File: src/hdl/fabricPkg.sv
package fabricPkg;

    // pin word and user side
    localparam int pinWidth = 12;
    localparam int userWidth = 4;
    localparam int addressWidth = 6;

    // fabric counts
    localparam int blockCount = 16;
    localparam int columnHeight = 4;   // blocks per column
    localparam int switchCount = 24;
    localparam int muxCount = 8;
    localparam int candidateCount = 12;
    localparam int lutSize = 4;

    // address map
    localparam int firstSwitchAddress = 16;
    localparam int firstMuxAddress = 40;
    localparam int siteCount = 48;
    localparam int idleAddress = 63;   // 48..63 write nothing

    typedef struct packed {
        logic registered;               // use the output register
        logic [lutSize-1:0] lutTable;
    } clbSetting;

    typedef struct packed {
        logic spare;
        logic [3:0] select;             // input mux only looks at [1:0]
    } routeSetting;

    // one data field, read per site type
    typedef union packed {
        clbSetting clb;
        routeSetting route;
    } configData;

    typedef struct packed {
        logic strobe;
        logic [addressWidth-1:0] address;
        configData data;
    } configWrite;

    typedef logic [siteCount-1:0] siteStrobes;  // one-hot write enables

endpackage

File: src/hdl/configDecoder.sv
module configDecoder (
    input fabricPkg::configWrite write,
    output fabricPkg::siteStrobes strobes
);

    logic inRange;

    // addresses above the last site are ignored
    assign inRange = write.address < fabricPkg::siteCount;

    always_comb begin
        strobes = '0;
        if (write.strobe && inRange) begin
            strobes[write.address] = 1'b1;
        end
    end

endmodule

File: config.mk
export PLATFORM = sky130hd
export DESIGN_NAME = configDecoder
export DESIGN_NICKNAME = d
export VERILOG_FILES = /design/src/hdl/fabricPkg.sv /design/src/hdl/configDecoder.sv
export SDC_FILE = /design/constraint.sdc
export NUM_CORES = 1
export LEC_CHECK = 0
export BUFFER_PORTS_ARGS = -buffer_cell sky130_fd_sc_hd__buf_2
export CAP_MARGIN = 20
export CORE_MARGIN = 3
export CORE_UTILIZATION = 28
export DETAILED_ROUTE_END_ITERATION = 8
export MAX_ROUTING_LAYER = met4
export PLACE_DENSITY = 0.91
export SETUP_SLACK_MARGIN = 0.05
export SLEW_MARGIN = 20
export SYNTH_ARGS = -nofsm -noshare
export SYNTH_HDL_FRONTEND = slang
export SYNTH_SLANG_ARGS = --single-unit
File: constraint.sdc
create_clock -name vclk -period 1.1
set_clock_uncertainty 0.1 [all_clocks]
set_input_delay 0.165 -clock vclk [all_inputs]
set_output_delay 0.165 -clock vclk [all_outputs]
set_load 0.03 [all_outputs]
==> metrics.yaml, run 1 <==
status:
  outcome: "aborted with a tool error"
  stop_stage: "clock tree synthesis (4_1_cts)"
  error_line: "[ERROR DPL-0038] Utilization greater than 100%, impossible to legalize"
synth:
  yosysTopAreaCellShare_pct: 45.6
  synthCells: 75
  synth_mux_area_share_pct: 0
  synthTopCellsByCount: "48 x nor2_1, 4 x nand3b_1, 4 x nand4bb_1, 4 x or3b_1"
  synthMostInstantiatedCell: "nor2_1"
  yosys.area_share.simple_pct: 90.2
  synth_fa_ha_area_share_pct: 0
  ys_types: 12
  yosysWarnings: 0
  synthesis.area_um2: 395
  synth_compound_area_share_pct: 0
  yosysTopAreaCell: "nor2_1"
  synthTopCellsByArea: "nor2_1 46%, nand4bb_1 11%, or3b_1 8.9%, nand3b_1 7.6%, nand4b_1 6.6%"
  syn-num-nets: 87
  synth_area_per_cell_um2: 5.27
  synth_top_family_by_area: "simple AND/OR/NAND/NOR gates"
  ys_seq_area_share_pct: 0
  synth_xor_area_share_pct: 0
floorplanning:
  die_y_um: 43.6
  die_w_um: 43.6
  initial_core_util_pct: 32.5
  row_count: 12
  ioPinCount: 60
place:
  gp_congestion: 0.768
  numPortBuffers: 55
  hpwl_um: 2040
  placed_area_um2: 1100
clocking:
  postCtsSetupBuffers: 3
  hold_buffers: 0
  cts_resized: 138
-- per-stage QoR --
stage               setup WS [ns]  instances
floorplan                  -0.237         75
global placement           -0.355        154
detailed placement         -0.380        154
-- kinds of logic after synthesis --
group,Yosys count
and+or+nand+nor,68
buffers and inverters,7
==> run 2, diff against run 1 <==
--- a/config.mk
+++ b/config.mk
@@ -7,12 +7,10 @@
 export LEC_CHECK = 0
 export BUFFER_PORTS_ARGS = -buffer_cell sky130_fd_sc_hd__buf_2
 export CAP_MARGIN = 20
-export CORE_MARGIN = 3
-export CORE_UTILIZATION = 28
+export CORE_AREA = 3 3 64 66
 export DETAILED_ROUTE_END_ITERATION = 8
-export MAX_ROUTING_LAYER = met4
-export PLACE_DENSITY = 0.91
-export SETUP_SLACK_MARGIN = 0.05
+export DIE_AREA = 0 0 67 69
+export PLACE_DENSITY_LB_ADDON = 0.15
 export SLEW_MARGIN = 20
 export SYNTH_ARGS = -nofsm -noshare
 export SYNTH_HDL_FRONTEND = slang
==> constraint.sdc (replaced) <==
create_clock -name vclk -period 1.4
set_clock_uncertainty 0.1 [all_clocks]
set_input_delay 0.21 -clock vclk [all_inputs]
set_output_delay 0.21 -clock vclk [all_outputs]
set_load 0.03 [all_outputs]
==> metrics.yaml, run 2 <==
sta:
  finalSetupViolations: 31
  totalNegativeSetupSlack_ns: -1.33
  worst_pin_slew_ns: 0.248
  hold_ws_ns: 0.754
  relSlewSlack_pct: 83.4
  drv_slew: 0
  finalHoldViolCount: 0
  fin_ws_ns: -0.0821
  fin_crit_ns: 1.48
  rsz0062_at_grt: "yes"
  finalCritPeriodShare_pct: 106
  max_freq_mhz: 675
critical_path:
  worst_ep_arrival_time_ns: 1.17
  path_max_fanout: 4
  crit_chain: "buf_8 -> or4b_4 -> nor2_4 -> buf_6"
  crit_buf_inv: 2
  slowest_delay_ns: 0.61
  critPathKind: "in2out"
  critical-path-top-delay-family: "simple AND/OR/NAND/NOR gates"
  crit_cells: 4
  cp.required_ns: 1.09
  cp_slowest_cell: "or4b_4"
  end_kind: "primary output"
  start_kind: "input pin"
synth:
  synthMostInstantiatedCell: "nor2_1"
  yosysTopAreaCell: "nor2_1"
  synthesis.area_um2: 395
  yosysTopAreaCellShare_pct: 45.6
  ys_seq_area_share_pct: 0
  synthTopCellsByArea: "nor2_1 46%, nand4bb_1 11%, or3b_1 8.9%, nand3b_1 7.6%, nand4b_1 6.6%"
  yosysWarnings: 0
  synth_area_per_cell_um2: 5.27
  synthCells: 75
  syn-num-nets: 87
  synthTopCellsByCount: "48 x nor2_1, 4 x nand3b_1, 4 x nand4bb_1, 4 x or3b_1"
  ys_types: 12
final_layout:
  syn2layout_area_growth_pct: 283
  fill_cells: 368
  final_common_cell: "buf_6"
  n_antenna_cell: 0
  num-clock-buffers: 0
  final_cell_mix: "55 x buf_6, 32 x nor2_4, 14 x buf_4, 10 x nor2_1, 6 x nor2_2"
  drive_gt1_share_pct: 85.3
  seq_area_um2: 0
  finalNonFillerCells: 191
  seq_cells: 0
  nets: 157
global_routing:
  grt_use_total_pct: 9.65
  grt_pass1_wl_um: 3640
  grt_antenna_before_repair: 0
  grt_pass1_vias: 728
  grt_max_degree: 12
  grt_overflow_total: 0
hold_path:
  hp-class: "in2out"
  worstHoldPathCells: 4
place:
  numPortBuffers: 55
  place_ws_ns: -0.150
  dp.cells: 187
  gp_congestion: 0.747
  hpwl_um: 1720
floorplanning:
  die_w_um: 67
  core_area_um2: 3630
  die_area_um2: 4620
  die_y_um: 69
  row_count: 22
  ioPinCount: 60
  initial_core_util_pct: 10.9
run:
  cap_violations: 0
status:
  violations: "negative setup slack"
  outcome: "complete, but fails checks"
power_and_ir_drop:
  vdd_drop_max_uv: 49.8
  p_leak_nw: 0.539
  p_per_area_nw_per_um2: 152
drt:
  wl_per_cell_um: 13.1
  firstDrtPassIters: 4
  drcViolationCount: 0
  ant_nets: 0
  vias: 798
  wl_um: 2510
  drt_iter0_markers: 20
  avgViaCountPerCell: 4.18
clocking:
  hold_buffers: 0
## run 2: cell counts after synthesis
No cell type changed its count.
## run 2: logic make-up (layout without fill, tap and decap cells)
group | count (synthesis) | count (layout) | synth area share [%]
and+or+nand+nor | 68 | 68 | 90.2
buffers and inverters | 7 | 75 | 9.81
## run 2: worst paths after layout
path / start / endpoint / slack (ns)
hold / removal: write[7] / strobes[0] / 0.75
setup / recovery: write[7] / strobes[9] / -0.08
## run 2: what timing repair did
item	4_1_cts	5_1_grt
gates resized for setup	105	70
pin swaps	27	12
setup endpoints to repair	44	47
setup buffers	3	1
## run 2: area by class of cell
cell class / count / area, µm² / share of cell area [%]
tap: 48 / 60.1 / 3.97
timing repair buffer: 75 / 800 / 52.9
multi-input combinational: 68 / 653 / 43.2
## run 2: power by group
group	internal, W	switching, W	total (W)	leakage [nW]
Sequential	0	0	0	0
Combinational	0.000110	0.000120	0.000231	0.539
Clock	0	0	0	0
## run 2: metal layers
| metal | part of all wire (%) | wire length (µm) | global-route usage [%] | up-vias |
|---|---|---|---|---|
| li1 | - | - | - | 385 |
| met5 | 0 | 0 | 0 | - |
| met4 | 0.36 | 9 | 0 | 0 |
| met1 | 39 | 982 | 12.5 | 395 |
| met3 | 3.1 | 77 | 0.977 | 2 |
| met2 | 57 | 1440 | 17.8 | 16 |
## run 2: worst min-delay path, delay by kind of cell
kind,cells,cell delay [ns]
AND/OR/NAND/NOR,2,0.23
buffers and inverters,2,0.21
## run 2: per-stage QoR
stage          cell area [µm²]  power [W]  util (%)
2_1_floorplan              463  0.0000845         -
3_3_place_gp               892   0.000143      24.6
3_5_place_dp               892   0.000144      24.6
4_1_cts                   1240   0.000189      34.3
5_1_grt                   1510   0.000244      41.6
6_report                  1510   0.000231      41.6
(Power assumes the default switching activity.)
