<file path="config.mk">
export PLATFORM = sky130hd
export DESIGN_NAME = padDecoder
export DESIGN_NICKNAME = d
export VERILOG_FILES = /design/src/hdl/fabricPkg.sv /design/src/hdl/padDecoder.sv
export SDC_FILE = /design/constraint.sdc
export NUM_CORES = 1
export LEC_CHECK = 0
export ABC_AREA = 1
export ABC_CLOCK_PERIOD_IN_PS = 800
export BUFFER_PORTS_ARGS = -buffer_cell sky130_fd_sc_hd__buf_2
export CAP_MARGIN = 10
export CORE_AREA = 2 2 39 41
export DETAILED_ROUTE_END_ITERATION = 16
export DIE_AREA = 0 0 41 43
export PLACE_DENSITY = 0.47
export SLEW_MARGIN = 0
export SYNTH_ARGS = -nofsm -noshare
export SYNTH_HDL_FRONTEND = slang
export SYNTH_SLANG_ARGS = --single-unit
</file>
<file path="constraint.sdc">
create_clock -name vclk -period 0.8
set_input_delay 0.12 -clock vclk [all_inputs]
set_output_delay 0.12 -clock vclk [all_outputs]
set_load 0.05 [all_outputs]
</file>
<file path="src/hdl/fabricPkg.sv">
package fabricPkg;

    // pin word and user side
    localparam int pinWidth = 12;
    localparam int userWidth = 4;
    localparam int addressWidth = 6;

    // fabric counts
    localparam int blockCount = 16;
    localparam int columnHeight = 4;   // blocks per column
    localparam int switchCount = 24;
    localparam int muxCount = 8;
    localparam int candidateCount = 12;
    localparam int lutSize = 4;

    // address map
    localparam int firstSwitchAddress = 16;
    localparam int firstMuxAddress = 40;
    localparam int siteCount = 48;
    localparam int idleAddress = 63;   // 48..63 write nothing

    typedef struct packed {
        logic registered;               // use the output register
        logic [lutSize-1:0] lutTable;
    } clbSetting;

    typedef struct packed {
        logic spare;
        logic [3:0] select;             // input mux only looks at [1:0]
    } routeSetting;

    // one data field, read per site type
    typedef union packed {
        clbSetting clb;
        routeSetting route;
    } configData;

    typedef struct packed {
        logic strobe;
        logic [addressWidth-1:0] address;
        configData data;
    } configWrite;

    typedef logic [siteCount-1:0] siteStrobes;  // one-hot write enables

endpackage

</file>
<file path="src/hdl/padDecoder.sv">
module padDecoder (
    input logic [fabricPkg::pinWidth-1:0] pins,
    output logic [fabricPkg::userWidth-1:0] userInputs,
    output fabricPkg::configWrite write
);

    localparam int addressWidth = fabricPkg::addressWidth;

    // bit 0 picks the mode
    always_comb begin
        if (pins[0]) begin
            userInputs = '0;    // user side reads zero while configuring
            write.strobe = 1'b1;
            write.address = pins[fabricPkg::pinWidth-1 -: addressWidth];
            write.data = pins[5:1];
        end else begin
            userInputs = pins[fabricPkg::userWidth:1];
            write.strobe = 1'b0;
            write.address = addressWidth'(fabricPkg::idleAddress);
            write.data = '0;
        end
    end

endmodule

</file>
* Word-level counts from Yosys, hierarchy flattened
Index checks and enable logic that the tools add are counted.
** Operators by class
- Add/subtract/negate cells :: 0
- Multiply operators :: 0
- Div/mod/pow operators :: 0
- Magnitude comparators :: 0
- Eq/ne operators :: 0
- Shift operators :: 0
- Multiplexer cells :: 2
- Bitwise gates (word level) :: 0
- Reduce and logical (&&, ||, !) cells :: 0
** Operators by type and width (number)
- two-way mux 12 bit :: 1
- two-way mux 4 bit :: 1
** Word-level totals
- Register bits after elaboration :: 0
- Latch bits :: 0
- Memory bits (writable) :: 0
- Bits in read-only memories :: 0
- Bits of input ports :: 12
- Output and inout port bits :: 16
- Logic and storage cells :: 2
- Memories kept :: 0

* Logic depth before layout (Yosys ltp)
Gate-level depths: netlist (run 1).
- Depth in word-level cells :: 1
- Depth in mapped cells :: 2
- Gate-level depth less buffers :: 2

* Least setup slack after synthesis (run 1)
Ideal clock, no wire load.
- Path type :: input to output
- From :: in pins[0] (netlist name)
- To :: out userInputs[0] (netlist name)
- Arrival time :: 898 ps
- Required time :: 680 ps
- Slack :: -218 ps
- Stages :: 2
- Buffers on the path :: 1
- Cell sequence :: buf_6 nor2_1
** Between the ends
- Word-level cells in the longest chain between the ends :: 1
** Ends and longest elaborated chain
- from (decl) :: RTL line padDecoder.sv:2 : input logic [fabricPkg::pinWidth-1:0] pins,
- two-way mux 4 bit :: RTL line padDecoder.sv:11 : if (pins[0]) begin
- to (decl) :: RTL line padDecoder.sv:3 : output logic [fabricPkg::userWidth-1:0] userInputs,
Every way passes these cells.

* Final worst setup path (run 1)
- From :: in pins[0] (netlist name)
- To :: out userInputs[3] (netlist name)
The elaborated chain is that of the path after synthesis.

==> results by group, run 1 <==
Floorplanning
  • Die width: 41 um
  • Ports: 28
  • Number of cell rows: 14
  • Die Ht: 43 um
  • Initial core utilization: 9.49%
  • Core area: 1380 um2
  • Die area: 1760 um2

Drt
  • ANT nets after route: 0
  • Routed len/inst: 5.54 um
  • Residual DRC: 0
  • Initial drt markers: 0
  • Via count: 235
  • Drt first pass iters: 1
  • Via density: 3.18
  • Drt total wl: 410 um

Yosys
  • Mapped Area: 131 um2
  • Register area share after synthesis: 0%
  • Synthesis Warnings: 0
  • Synth Area per Inst: 4.11 um2
  • Post-synthesis instance total: 32
  • Post-synthesis net count: 44
  • Post-synth cell types: 5

Global routing
  • Largest net degree at the start of global routing: 17
  • Met3 Usage GRT: 0.524%
  • Met2 Usage GRT: 7.50%
  • Vias in the first global route: 157
  • Total gr overflow: 0
  • First-pass GRT wire length: 545 um
  • Busiest grt layer: met2
  • GRT Total Usage: 4.00%
  • Met1 Use GR: 4.75%
  • Initial antenna violation count: 0

Run status
  • Status: finished, final reports clean

Critical path
  • Required @ worst endpoint: 0.68 ns
  • Worst-path fanout max: 16
  • Setup crit end kind: primary output
  • Setup CP Type: input pin to primary output
  • Critical Path Start Type: input pin
  • Worst path cell trace: buf_4 -> nor2_1 -> buf_2
  • Slowest CP cell: buf_2
  • Maximum single-stage delay on the critical path: 0.26 ns
  • CP Data Arrival Time: 0.65 ns

Hold path
  • HP Class: input pin to primary output

Timing
  • Fmax: 1300 MHz
  • Setup Total Neg Slack: 0 ns
  • Slew @ Worst Pin: 0.251 ns
  • RSZ-0062 raised after global routing: no
  • Fin. max-slew vios: 0
  • Slew margin rel.: 83.4%
  • Final Hold Viols: 0
  • Final min period: 0.766 ns
  • Hold WS: 0.586 ns
  • Final setup viols: 0
  • Period utilization: 95.8%

Finish
  • Non-Filler Instances: 74
  • Post-route cell area: 295 um2
  • Final sequential cell count: 0
  • Antenna cells: 0
  • Commonest cells after routing, fill and taps aside: buf_2, inv_1, nand2_1, buf_4, nor2_1
  • Final nets: 72
  • Commonest non-fill, non-tap cell in the layout: buf_2
  • Seq. cell area: 0 um2
  • Number of clock buffers in the layout: 0
  • Share of cells above drive strength 1: 48.3%
  • Area growth syn-to-layout: 125%

Pwr
  • Lkg Pwr: 0.240 nW
  • Worst VDD drop: 259 uV
  • Overall power: 0.275 mW
  • Cell Pwr Density: 930 nW/um2

Place
  • GPL Wtd Cong: 0.615
  • Dpl cell area: 273 um2
  • DP Wirelength: 331 um
  • Port Buffers: 28
  • DP Cell Count: 74

Flow run
  • Max-cap viol count: 0

Clock tree
  • Hold bufs inserted after CTS: 0
-- report_power, final --
| part | leakage, nW | internal (mW) | switching (mW) |
|---|---|---|---|
| registers | 0 | 0 | 0 |
| logic | 0.240 | 0.0749 | 0.200 |
| clock network | 0 | 0 | 0 |
-- worst paths after layout --
path / start / to / slack (ns) / cells past startpoint
max: pins[0] / userInputs[3] / 0.03 / 3
min: pins[5] / write[4] / 0.59 / 4
-- metal layers --
metal	vias up	wire, um
met5	-	0
met4	0	0
met3	0	104
met2	22	151
met1	82	154
li1	131	-
-- worst max-delay path: cells and delay by family --
family                 cells  cell delay [ns]
buffers and inverters      2             0.42
and+or+nand+nor            1             0.10
-- final cells by class --
cell class / count / area (um2)
fillers: 162 / 1090
repair buffers: 28 / 163
well taps: 16 / 20.0
inverters: 15 / 56.3
multi-input cells: 15 / 56.3
-- cells in the mapped netlist --
master   number  area, um2
buf_4         1       7.51
buf_6         1       11.3
nand2_1      11       41.3
nor2_1        4       15.0
inv_1        15       56.3
-- stage by stage --
step,setup slack [ns],utilization (%)
finish,0.0337,21.3
global route,0.00445,21.3
CTS,0.0208,20.8
detailed placement,-0.0782,19.7
global placement,-0.0613,19.7
floorplan,-0.218,-
-- kinds of logic after synthesis --
family,synth area share (%)
and+or+nand+nor,42.9
buffers and inverters,57.1
-- timing repair --
action,4_1_cts,5_1_grt
resized for setup,6,4
endpoints found under the setup margin,10,3
setup buffers,0,0
hold endpoints to repair,0,0
No activity file was read; power rests on OpenSTA's default activity.
==> inputs of run 2 (changes only) <==
--- a/config.mk
+++ b/config.mk
@@ -6,12 +6,13 @@
 export NUM_CORES = 1
 export LEC_CHECK = 0
 export ABC_AREA = 1
-export ABC_CLOCK_PERIOD_IN_PS = 800
+export ABC_CLOCK_PERIOD_IN_PS = 900
 export BUFFER_PORTS_ARGS = -buffer_cell sky130_fd_sc_hd__buf_2
 export CAP_MARGIN = 10
 export CORE_AREA = 2 2 39 41
 export DETAILED_ROUTE_END_ITERATION = 16
 export DIE_AREA = 0 0 41 43
+export GPL_TIMING_DRIVEN = 0
 export PLACE_DENSITY = 0.47
 export SLEW_MARGIN = 0
 export SYNTH_ARGS = -nofsm -noshare
==> constraint.sdc (replaced) <==
create_clock -name vclk -period 0.9
set_input_delay 0 -clock vclk [all_inputs]
set_output_delay 0 -clock vclk [all_outputs]
set_load 0.05 [all_outputs]
==> run 2 against run 1 <==
Wire length is 7.1% higher. Highest routed layer unchanged. Non-clock buffer count is 2 higher. Via count is 2.6% higher. Final area is 1.3% lower.
==> results by group, run 2 (synthesis gave the netlist of run 1 again) <==
Run status
  • Status: finished, final reports clean

Finish
  • Final nets: 74
  • Share of cells above drive strength 1: 50.0%
  • Commonest cells after routing, fill and taps aside: buf_2, inv_1, nand2_1, nor2_1
  • Commonest non-fill, non-tap cell in the layout: buf_2
  • Antenna cells: 0
  • Area growth syn-to-layout: 122%
  • Non-Filler Instances: 76
  • # fillers: 166
  • Final sequential cell count: 0
  • Number of clock buffers in the layout: 0
  • Seq. cell area: 0 um2

Critical path
  • Crit path from: pins[0]
  • Worst path cell trace: buf_2 -> buf_6 -> nor2_1 -> buf_2
  • Worst-path fanout max: 10
  • Crit path max-delay family: buffers and inverters
  • CP Data Arrival Time: 0.64 ns
  • Required @ worst endpoint: 0.90 ns
  • Setup CP Type: input pin to primary output
  • Maximum single-stage delay on the critical path: 0.26 ns
  • Critical Path Start Type: input pin
  • Slowest CP cell: buf_2
  • Most used cell, CP: buf_2
  • Buf/Inv on CP: 3
  • Setup crit end kind: primary output

Pwr
  • Sw frac: 74.3%
  • Lkg Pwr: 0.247 nW
  • P_sw: 0.179 mW
  • Worst VDD drop: 192 uV
  • Register share of total power: 0%
  • Int Pwr: 0.0618 mW
  • Clock share of power: 0%
  • Combinational share of power: 100.0%
  • Cell Pwr Density: 825 nW/um2

Drt
  • Via count: 241
  • Drt first pass iters: 1
  • Routed len/inst: 5.78 um
  • Via density: 3.17
  • ANT nets after route: 0
  • Drt total wl: 439 um
  • Residual DRC: 0
  • Initial drt markers: 0

Timing
  • Final Hold Viols: 0
  • Slew margin rel.: 83.4%
  • Final min period: 0.642 ns
  • Slew @ Worst Pin: 0.251 ns
  • Fin. max-slew vios: 0
  • RSZ-0062 raised after global routing: no
  • Final setup viols: 0
  • Setup Total Neg Slack: 0 ns
  • Fmax: 1560 MHz
  • Period utilization: 71.3%

Clock tree
  • CTS resizes: 0
  • Hold bufs inserted after CTS: 0
  • Postcts setup bufs: 0

Floorplanning
  • Initial core utilization: 9.49%
  • Die width: 41 um
  • Core area: 1380 um2
  • Ports: 28
  • Number of cell rows: 14
  • Die Ht: 43 um
  • Die area: 1760 um2

Place
  • DP Cell Count: 76
  • Port Buffers: 28
  • GPL Wtd Cong: 0.650
  • DP Wirelength: 385 um

Global routing
  • First-pass GRT wire length: 593 um
  • Met1 Use GR: 4.75%
  • GRT Total Usage: 4.40%
  • Total gr overflow: 0
  • Vias in the first global route: 171
  • Met3 Usage GRT: 0%
  • Initial antenna violation count: 0
  • Met2 Usage GRT: 9.06%
  • Busiest grt layer: met2
  • Largest net degree at the start of global routing: 11

Hold path
  • Hold Startpoint: pins[6]
  • HP Class: input pin to primary output
  • Hold path depth: 4
  • Worst Hold End: write[5]

Flow run
  • Max-cap viol count: 0
==> run 2: power by group through the flow <==
stage | combinational [mW] | sequential [mW] | clock [mW]
final | 0.241 | 0 | 0
after global routing | 0.259 | 0 | 0
after CTS | 0.243 | 0 | 0
after detailed placement | 0.243 | 0 | 0
after global placement | 0.242 | 0 | 0
after floorplan | 0.175 | 0 | 0
==> run 2: final cells by class <==
cell class	instances	area, um2	area share (%)
inverter	15	56.3	19.3
multi-input combinational	15	56.3	19.3
timing repair buffer	28	140	48.1
buffer	2	18.8	6.44
tap	16	20.0	6.87
==> run 2: layer usage <==
layer  vias to the layer above  part of all wire [%]  routed length [um]
met3                         0                    20                  89
li1                        136                     -                   -
met2                        22                    42                 186
met5                         -                     0                   0
met1                        83                    37                 163
met4                         0                     0                   0
==> run 2: worst min-delay path: stages <==
cell,delay [ns]
buf_2,0.09
inv_1,0.04
nand2_1,0.04
buf_2,0.20
==> run 2: worst max path at each step <==
stage,slack (ns),depth (start not counted),endpoint
floorplan,0.12,2,userInputs[0]
global placement,0.25,4,userInputs[0]
detailed placement,0.25,4,userInputs[0]
CTS,0.25,4,userInputs[0]
global route,0.19,4,userInputs[1]
finish,0.26,4,userInputs[2]
==> run 2: stage by stage <==
| step | setup slack (ns) | utilization, % | power (mW) | hold WS [ns] | area (um2) |
|---|---|---|---|---|---|
| final | 0.258 | 21.1 | 0.241 | 0.367 | 292 |
| after global routing | 0.190 | 21.1 | 0.259 | 0.391 | 292 |
| after CTS | 0.248 | 21.1 | 0.243 | 0.369 | 292 |
| after detailed placement | 0.249 | 21.1 | 0.243 | 0.369 | 292 |
| after global placement | 0.253 | 21.1 | 0.242 | 0.366 | 292 |
| after floorplan | 0.122 | - | 0.175 | 0.167 | 131 |
